**src/sprite_pkg.sv**
```systemverilog
package sprite_pkg;

  // count widths
  localparam int H_BITS = 11;
  localparam int V_BITS = 10;

  // tiny raster
  localparam logic [H_BITS-1:0] H_ACTIVE     = 11'd32;
  localparam logic [H_BITS-1:0] H_TOTAL      = 11'd40;
  localparam logic [H_BITS-1:0] H_SYNC_START = 11'd34;
  localparam logic [H_BITS-1:0] H_SYNC_END   = 11'd37;

  localparam logic [V_BITS-1:0] V_ACTIVE     = 10'd24;
  localparam logic [V_BITS-1:0] V_TOTAL      = 10'd28;
  localparam logic [V_BITS-1:0] V_SYNC_START = 10'd25;
  localparam logic [V_BITS-1:0] V_SYNC_END   = 10'd26;

  // object table and pipeline
  localparam int NUM_SLOTS  = 4;
  localparam int SLOT_BITS  = 2;
  localparam int PIPE_DEPTH = 2;

  typedef enum logic [1:0] {
    SHAPE_OFF,
    SHAPE_BLOCK,
    SHAPE_OUTLINE,
    SHAPE_CIRCLE
  } shape_t;

  typedef enum logic [1:0] {
    ST_IDLE,
    ST_PENDING,
    ST_COPY
  } ctrl_state_t;

  // circle uses x/y as centre and w as radius
  typedef struct packed {
    shape_t              shape;
    logic [H_BITS-1:0]   x;
    logic [V_BITS-1:0]   y;
    logic [H_BITS-1:0]   w;
    logic [V_BITS-1:0]   h;
    logic [23:0]         color;
  } sprite_obj_t;

  localparam sprite_obj_t OBJ_EMPTY = '{shape: SHAPE_OFF, x: '0, y: '0, w: '0, h: '0,
                                        color: '0};

endpackage
```
**src/video_if.sv**
```systemverilog
`timescale 1ns/1ps

interface video_if;
  import sprite_pkg::*;

  logic [H_BITS-1:0] hcount;
  logic [V_BITS-1:0] vcount;
  logic              hsync;
  logic              vsync;
  logic              blank;

  modport source (
    output hcount,
    output vcount,
    output hsync,
    output vsync,
    output blank
  );

  modport sink (
    input hcount,
    input vcount,
    input hsync,
    input vsync,
    input blank
  );

endinterface

```
**src/sprite_scene_top.sv**
```systemverilog
`timescale 1ns/1ps

module sprite_scene_top (
  input  logic                             clk_in,
  input  logic                             rst,
  input  logic                             wr_en,
  input  logic [sprite_pkg::SLOT_BITS-1:0] wr_slot,
  input  sprite_pkg::shape_t               wr_shape,
  input  logic [sprite_pkg::H_BITS-1:0]    wr_x,
  input  logic [sprite_pkg::V_BITS-1:0]    wr_y,
  input  logic [sprite_pkg::H_BITS-1:0]    wr_w,
  input  logic [sprite_pkg::V_BITS-1:0]    wr_h,
  input  logic [23:0]                      wr_color,
  input  logic                             commit,
  output logic                             commit_pending,
  output logic [7:0]                       red,
  output logic [7:0]                       green,
  output logic [7:0]                       blue,
  output logic [sprite_pkg::H_BITS-1:0]    hcount_out,
  output logic [sprite_pkg::V_BITS-1:0]    vcount_out,
  output logic                             hsync,
  output logic                             vsync,
  output logic                             blank_out
);
  import sprite_pkg::*;

  sprite_obj_t                 wr_obj;
  sprite_obj_t [NUM_SLOTS-1:0] active;
  logic                        copy_now;
  logic [NUM_SLOTS-1:0]        hits;
  logic [NUM_SLOTS-1:0][23:0]  colors;

  // raw counter stage and the stage after the hit test
  video_if vid_raw ();
  video_if vid_hit ();

  assign wr_obj = '{shape: wr_shape, x: wr_x, y: wr_y, w: wr_w, h: wr_h, color: wr_color};

  video_timing u_timing (.clk_in(clk_in), .rst(rst), .vid(vid_raw.source));

  frame_ctrl u_ctrl (
    .clk_in(clk_in), .rst(rst), .vid(vid_raw.sink), .commit(commit),
    .copy_now(copy_now), .commit_pending(commit_pending)
  );

  sprite_regs u_regs (
    .clk_in(clk_in), .rst(rst), .wr_en(wr_en), .wr_slot(wr_slot), .wr_obj(wr_obj),
    .copy_now(copy_now), .active(active)
  );

  shape_eval u_eval (
    .clk_in(clk_in), .rst(rst), .vid_in(vid_raw.sink), .vid_out(vid_hit.source),
    .active(active), .hits(hits), .colors(colors)
  );

  pixel_compositor u_comp (
    .clk_in(clk_in), .rst(rst), .vid(vid_hit.sink), .hits(hits), .colors(colors),
    .red(red), .green(green), .blue(blue), .hcount_out(hcount_out),
    .vcount_out(vcount_out), .hsync(hsync), .vsync(vsync), .blank_out(blank_out)
  );

endmodule

```
**src/pixel_compositor.sv**
```systemverilog
`timescale 1ns/1ps

module pixel_compositor (
  input  logic                                   clk_in,
  input  logic                                   rst,
  video_if.sink                                  vid,
  input  logic [sprite_pkg::NUM_SLOTS-1:0]       hits,
  input  logic [sprite_pkg::NUM_SLOTS-1:0][23:0] colors,
  output logic [7:0]                             red,
  output logic [7:0]                             green,
  output logic [7:0]                             blue,
  output logic [sprite_pkg::H_BITS-1:0]          hcount_out,
  output logic [sprite_pkg::V_BITS-1:0]          vcount_out,
  output logic                                   hsync,
  output logic                                   vsync,
  output logic                                   blank_out
);
  import sprite_pkg::*;

  logic [23:0] pick;

  // walk down so the lowest hitting slot is written last
  always_comb begin
    pick = 24'h00_00_00;
    for (int i = NUM_SLOTS - 1; i >= 0; i--) begin
      if (hits[i]) begin
        pick = colors[i];
      end
    end
  end

  always_ff @(posedge clk_in) begin
    if (rst) begin
      red        <= '0;
      green      <= '0;
      blue       <= '0;
      hcount_out <= '0;
      vcount_out <= '0;
      hsync      <= 1'b0;
      vsync      <= 1'b0;
      blank_out  <= 1'b1;
    end else begin
      red        <= pick[23:16];
      green      <= pick[15:8];
      blue       <= pick[7:0];
      hcount_out <= vid.hcount;
      vcount_out <= vid.vcount;
      hsync      <= vid.hsync;
      vsync      <= vid.vsync;
      blank_out  <= vid.blank;
    end
  end

endmodule

```
**src/shape_eval.sv**
```systemverilog
`timescale 1ns/1ps

module shape_eval (
  input  logic                                                clk_in,
  input  logic                                                rst,
  video_if.sink                                               vid_in,
  video_if.source                                             vid_out,
  input  sprite_pkg::sprite_obj_t [sprite_pkg::NUM_SLOTS-1:0] active,
  output logic [sprite_pkg::NUM_SLOTS-1:0]                    hits,
  output logic [sprite_pkg::NUM_SLOTS-1:0][23:0]              colors
);
  import sprite_pkg::*;

  logic [NUM_SLOTS-1:0] hit_next;

  function automatic logic slot_hit(input sprite_obj_t obj,
                                    input logic [H_BITS-1:0] hc,
                                    input logic [V_BITS-1:0] vc);
    logic [H_BITS:0]   x_end;
    logic [V_BITS:0]   y_end;
    logic              in_x;
    logic              in_y;
    logic              on_edge;
    logic [H_BITS-1:0] dx;
    logic [V_BITS-1:0] dy;
    logic [2*H_BITS:0] dist2;
    logic [2*H_BITS:0] rad2;
    logic              hit;

    x_end = {1'b0, obj.x} + {1'b0, obj.w};
    y_end = {1'b0, obj.y} + {1'b0, obj.h};
    in_x  = (hc >= obj.x) && ({1'b0, hc} < x_end);
    in_y  = (vc >= obj.y) && ({1'b0, vc} < y_end);

    // border ring of the rectangle
    on_edge = (hc == obj.x) || ({1'b0, hc} == x_end - 12'd1) ||
              (vc == obj.y) || ({1'b0, vc} == y_end - 11'd1);

    // distance magnitudes, squared at full width
    dx    = (hc >= obj.x) ? hc - obj.x : obj.x - hc;
    dy    = (vc >= obj.y) ? vc - obj.y : obj.y - vc;
    dist2 = {{(H_BITS+1){1'b0}}, dx} * {{(H_BITS+1){1'b0}}, dx} +
            {{(2*H_BITS+1-V_BITS){1'b0}}, dy} * {{(2*H_BITS+1-V_BITS){1'b0}}, dy};
    rad2  = {{(H_BITS+1){1'b0}}, obj.w} * {{(H_BITS+1){1'b0}}, obj.w};

    case (obj.shape)
      SHAPE_BLOCK:   hit = in_x && in_y;
      SHAPE_OUTLINE: hit = in_x && in_y && on_edge;
      SHAPE_CIRCLE:  hit = (dist2 < rad2);
      default:       hit = 1'b0;
    endcase
    return hit;
  endfunction

  always_comb begin
    for (int i = 0; i < NUM_SLOTS; i++) begin
      hit_next[i] = !vid_in.blank && slot_hit(active[i], vid_in.hcount, vid_in.vcount);
    end
  end

  always_ff @(posedge clk_in) begin
    if (rst) begin
      hits <= '0;
    end else begin
      hits <= hit_next;
    end
  end

  // colour sampled alongside the hit
  always_ff @(posedge clk_in) begin
    for (int i = 0; i < NUM_SLOTS; i++) begin
      colors[i] <= active[i].color;
    end
  end

  // video follows the hits by one stage
  always_ff @(posedge clk_in) begin
    if (rst) begin
      vid_out.hcount <= '0;
      vid_out.vcount <= '0;
      vid_out.hsync  <= 1'b0;
      vid_out.vsync  <= 1'b0;
      vid_out.blank  <= 1'b1;
    end else begin
      vid_out.hcount <= vid_in.hcount;
      vid_out.vcount <= vid_in.vcount;
      vid_out.hsync  <= vid_in.hsync;
      vid_out.vsync  <= vid_in.vsync;
      vid_out.blank  <= vid_in.blank;
    end
  end

endmodule

```
**src/sprite_regs.sv**
```systemverilog
`timescale 1ns/1ps

module sprite_regs (
  input  logic                                          clk_in,
  input  logic                                          rst,
  input  logic                                          wr_en,
  input  logic [sprite_pkg::SLOT_BITS-1:0]              wr_slot,
  input  sprite_pkg::sprite_obj_t                       wr_obj,
  input  logic                                          copy_now,
  output sprite_pkg::sprite_obj_t [sprite_pkg::NUM_SLOTS-1:0] active
);
  import sprite_pkg::*;

  sprite_obj_t [NUM_SLOTS-1:0] shadow;
  sprite_obj_t [NUM_SLOTS-1:0] active_q;

  // host side, shadow only
  always_ff @(posedge clk_in) begin
    if (rst) begin
      for (int i = 0; i < NUM_SLOTS; i++) begin
        shadow[i] <= OBJ_EMPTY;
      end
    end else if (wr_en) begin
      shadow[wr_slot] <= wr_obj;
    end
  end

  // whole table swaps in one edge so the scene never tears
  always_ff @(posedge clk_in) begin
    if (rst) begin
      for (int i = 0; i < NUM_SLOTS; i++) begin
        active_q[i] <= OBJ_EMPTY;
      end
    end else if (copy_now) begin
      active_q <= shadow;
    end
  end

  assign active = active_q;

endmodule

```
**src/frame_ctrl.sv**
```systemverilog
`timescale 1ns/1ps

module frame_ctrl (
  input  logic  clk_in,
  input  logic  rst,
  video_if.sink vid,
  input  logic  commit,
  output logic  copy_now,
  output logic  commit_pending
);
  import sprite_pkg::*;

  ctrl_state_t state;
  ctrl_state_t state_next;
  logic        blank_start;

  // first pixel of the first blanking line
  assign blank_start = (vid.hcount == '0) && (vid.vcount == V_ACTIVE);

  always_ff @(posedge clk_in) begin
    if (rst) begin
      state <= ST_IDLE;
    end else begin
      state <= state_next;
    end
  end

  always_comb begin
    state_next = state;
    case (state)
      ST_IDLE: begin
        if (commit) begin
          state_next = ST_PENDING;
        end
      end
      ST_PENDING: begin
        // extra commits just wait for the same copy
        if (blank_start) begin
          state_next = ST_COPY;
        end
      end
      ST_COPY: begin
        state_next = ST_IDLE;
      end
      default: begin
        state_next = ST_IDLE;
      end
    endcase
  end

  assign copy_now       = (state == ST_COPY);
  assign commit_pending = (state != ST_IDLE);

endmodule

```
**src/video_timing.sv**
```systemverilog
`timescale 1ns/1ps

module video_timing (
  input  logic   clk_in,
  input  logic   rst,
  video_if.source vid
);
  import sprite_pkg::*;

  logic [H_BITS-1:0] hcount;
  logic [V_BITS-1:0] vcount;
  logic              h_wrap;
  logic              v_wrap;

  assign h_wrap = (hcount == H_TOTAL - 11'd1);
  assign v_wrap = (vcount == V_TOTAL - 10'd1);

  // one pixel per clock
  always_ff @(posedge clk_in) begin
    if (rst) begin
      hcount <= '0;
    end else if (h_wrap) begin
      hcount <= '0;
    end else begin
      hcount <= hcount + 11'd1;
    end
  end

  // line counter steps on each horizontal wrap
  always_ff @(posedge clk_in) begin
    if (rst) begin
      vcount <= '0;
    end else if (h_wrap) begin
      if (v_wrap) begin
        vcount <= '0;
      end else begin
        vcount <= vcount + 10'd1;
      end
    end
  end

  assign vid.hcount = hcount;
  assign vid.vcount = vcount;

  // levels follow the counts in the same cycle
  assign vid.blank = (hcount >= H_ACTIVE) || (vcount >= V_ACTIVE);
  assign vid.hsync = (hcount >= H_SYNC_START) && (hcount < H_SYNC_END);
  assign vid.vsync = (vcount >= V_SYNC_START) && (vcount < V_SYNC_END);

endmodule

```
**config.mk**
```make
export PLATFORM = sky130hd
export DESIGN_NAME = sprite_scene_top
export DESIGN_NICKNAME = d
export VERILOG_FILES = /design/src/sprite_pkg.sv /design/src/video_if.sv /design/src/sprite_scene_top.sv /design/src/pixel_compositor.sv /design/src/shape_eval.sv /design/src/sprite_regs.sv /design/src/frame_ctrl.sv /design/src/video_timing.sv
export SDC_FILE = /design/constraint.sdc
export NUM_CORES = 2
export LEC_CHECK = 0
export ABC_AREA = 1
export BUFFER_PORTS_ARGS = -buffer_cell sky130_fd_sc_hd__buf_2
export CORE_MARGIN = 4
export CORE_UTILIZATION = 30
export CTS_BUF_LIST = sky130_fd_sc_hd__clkbuf_8
export DETAILED_ROUTE_END_ITERATION = 6
export GPL_TIMING_DRIVEN = 1
export PLACE_DENSITY_LB_ADDON = 0.25
export SYNTH_ARGS = -nofsm -noshare
export SYNTH_HDL_FRONTEND = slang
export SYNTH_SLANG_ARGS = --single-unit
export TNS_END_PERCENT = 100
```
**constraint.sdc**
```tcl
create_clock -name clk_in -period 11.9 [get_ports clk_in]
set_input_delay 2.975 -clock clk_in [delete_from_list [all_inputs] [get_ports clk_in]]
set_output_delay 2.975 -clock clk_in [all_outputs]
set_load 0.05 [all_outputs]
```
==> flow_metrics.tcl <==
set metrics [dict create \
    status "finished clean" \
    rsz0062_at_grt "no" \
    timing.fmax_ghz 0.0959 \
    synthTopCellsByCount "inv_1 (2024), nand2_1 (1620), nor2_1 (1228)" \
    synthArstFlopShare_pct 0 \
    critPathMaxStageDelay_ns 0.81 \
    synth_edf_count 0 \
    max_slew.worst_pin.slew_ns 1.17 \
    hp-class "reg2reg" \
    finClkSkew_ns 0.0704 \
    gr-usage-all-layers_pct 18.1 \
    cts-root-buf "clkbuf_8" \
    synth.most_common_cell "inv_1" \
    wirelength_um 253000 \
    crit_start "u_timing.vid.vcount[4]" \
    via_per_inst 4.66 \
    drtIter0Drc 4066 \
    grt_start_max_net_pins 188 \
    synth_cells 10500 \
    yosys.area.top_type "fa_1" \
    dp.cells 13900 \
    dieArea_um2 276000 \
    synth_cell_type_count 77 \
    seq_area_frac_synth_pct 18.4 \
    cp-endpoint "u_eval.hits[0]" \
    nets 12500 \
    synth_area_leaders "fa_1 (21%), dfxtp_1 (18%), ha_1 (16%)" \
    wire_per_inst_um 17.9 \
    htreeDepth 4 \
    r2r_start "u_timing.vid.vcount[4]" \
    die_w_um 526 \
    r2r_end "u_eval.hits[0]" \
    final-setup-viol-count 0 \
    setup_tns_ns 0 \
    cts_setup_buffers 0 \
    drv_slew 0 \
    ant_nets 0 \
    slew_headroom_pct 22.2 \
    finalCriticalPeriod_ns 10.43 \
    reg2reg_setup_slack_ns 1.47 \
    clkTransAtPathRegs_ns 0.07 \
    grt_pass1_vias 66000 \
    hold_viol 0 \
    clkPwrFrac_pct 30.3 \
    antenna_found_initial 22 \
    critPathLaunchType "flip-flop" \
    p_leak_nw 47.0 \
    cts.sink_count 739 \
    grt_pass1_wl_um 393000 \
    firstDrtPassIters 5 \
    pwr_density_cell_nw_per_um2 98.5 \
    cp_slowest_cell "dfxtp_1" \
    initial_core_util_pct 30.2 \
    required_ns 12.66 \
    cts_tree "yes" \
    syn_avg_cell_area_um2 7.64 \
    via_count 66000 \
    sw_frac_of_total_pct 38.5 \
    ios 123 \
    met3_wirelength_um 11000 \
    cts_made_buffers 143 \
    ys_seq_elements 739 \
    yosysWarningCount 0 \
    p_comb_share_pct 40.3 \
    syn_area_um2 80400 \
    drive_gt1_share_pct 5.22 \
    synth_fp_nets 12500 \
    place_hpwl_um 200000 \
    critPathMaxFanout 11 \
    period_share_pct 87.7 \
    row_count 189 \
    dr_wl_met2_um 117000 \
    place_congestion 0.923 \
    core_area_um2 266000 \
    top_layer "met5" \
    max_cap_viol_count 0 \
    clock_latency_ns 0.85 \
    worst_r2r_path_depth 45 \
    drc 0 \
    fin_cells 14200 \
    ir_drop_uv 94.9 \
    p_switching_mw 3.32 \
    grt.overflow.total 0 \
    p_int_mw 5.31 \
    cp-end-kind "flip-flop" \
    yosys_most_used_dff "dfxtp_1" \
    hold_buffers 0 \
    seqPwrFrac_pct 29.4 \
    arrival_ns 11.19 \
    cts_resized 0 \
    area_delta_synth_final_pct 9.01 \
    crit_type "reg2reg" \
    chipHeight_um 526 \
    clockBufferDepth 4 \
    io_buffers 122 \
    netlist.area_leader.share_pct 21.3 \
    drt-met1-wl_um 118000 \
]
cell families after synthesis:
kind of cell    Yosys count  synth area share (%)
compound gates         1619                  10.9
xor+xnor                357                  4.25
fa+ha+maj              1870                  37.1
buf+inv                2405                  11.3
flops                   739                  18.4
mux                       7                0.0949
simple gates           3532                  18.0
layout by cell type, fill, tap and decap left out, types with 227 or more instances in the layout:
master      n
nand2_1  1618
o21ai_0   656
dfxtp_1   737
ha_1     1014
nand3_1   414
xor2_1    227
fa_1      856
nor2_1   1223
a21oi_1   725
inv_1    2059
worst min path at each step:
stage | cells past startpoint | from | slack [ns] | end
after floorplan | 0 | u_regs.active[0] | 0.33 | u_eval.colors[0]
after global placement | 0 | u_regs.active[208] | 0.33 | u_eval.colors[76]
after detailed placement | 0 | u_regs.active[150] | 0.33 | u_eval.colors[62]
after CTS | 0 | u_regs.active[75] | 0.33 | u_eval.colors[31]
after global routing | 0 | u_regs.active[12] | 0.35 | u_eval.colors[12]
final | 0 | u_regs.active[75] | 0.34 | u_eval.colors[31]
per-layer routing:
| metal | vias to the layer above | GRT usage (%) |
|---|---|---|
| met2 | 1341 | 30.3 |
| met5 | - | 0 |
| li1 | 33000 | - |
| met4 | 2 | 4.79 |
| met3 | 305 | 2.08 |
| met1 | 31400 | 24.6 |
through the flow:
stage / hold WS [ns] / setup WS (ns) / instance area [um2] / utilization, % / power (mW)
after global placement: 0.328 / 1.55 / 84800 / 31.9 / 6.12
final: 0.338 / 1.47 / 87700 / 33.0 / 8.63
after detailed placement: 0.330 / 1.46 / 84800 / 31.9 / 6.10
after floorplan: 0.326 / 2.86 / 80400 / - / 5.19
after global routing: 0.348 / 0.654 / 87700 / 32.9 / 9.42
after CTS: 0.333 / 1.49 / 87600 / 32.9 / 8.78
power by group through the flow:
stage	Combinational (mW)	Clock (mW)	Sequential, mW
finish	3.48	2.61	2.54
global route	4.07	2.80	2.54
CTS	3.54	2.70	2.54
detailed placement	3.50	0	2.59
global placement	3.52	0	2.59
floorplan	2.60	0	2.59
cell type report:
cell class / instances / area, um2
antenna: 14 / 35.0
clock buffer: 182 / 2500
clock inverter: 58 / 358
fill: 28800 / 178000
inverter: 2073 / 7800
multi-input combinational: 7385 / 56600
sequential: 739 / 14800
tap: 3533 / 4420
timing repair buffer: 192 / 1180
critical path, delay by kind of cell (launching register included):
kind | cells | cell delay (ns)
xor+xnor | 1 | 0.17
flops | 1 | 0.81
buf+inv | 8 | 0.92
fa+ha+maj | 10 | 4.40
compound gates | 9 | 1.66
simple gates | 17 | 2.38
registers in the layout, summed over array words and instances (netlist names):
| signal | cells |
|---|---|
| u_eval.vid_out.blank | 1 |
| u_eval.hits | 4 |
| u_eval.colors | 96 |
| u_comp.red | 8 |
| u_comp.hsync | 1 |
| u_timing.vid.hcount | 11 |
| u_ctrl.state | 2 |
| u_comp.vsync | 1 |
| u_eval.vid_out.hcount | 11 |
| u_comp.green | 8 |
| u_comp.blank_out | 1 |
| u_comp.blue | 8 |
| u_eval.vid_out.vsync | 1 |
| u_regs.shadow | 272 |
| u_comp.hcount_out | 11 |
| u_eval.vid_out.hsync | 1 |
| u_comp.vcount_out | 10 |
| u_eval.vid_out.vcount | 10 |
| u_regs.active | 272 |
| u_timing.vid.vcount | 10 |
No activity file was read; power rests on OpenSTA's default activity.
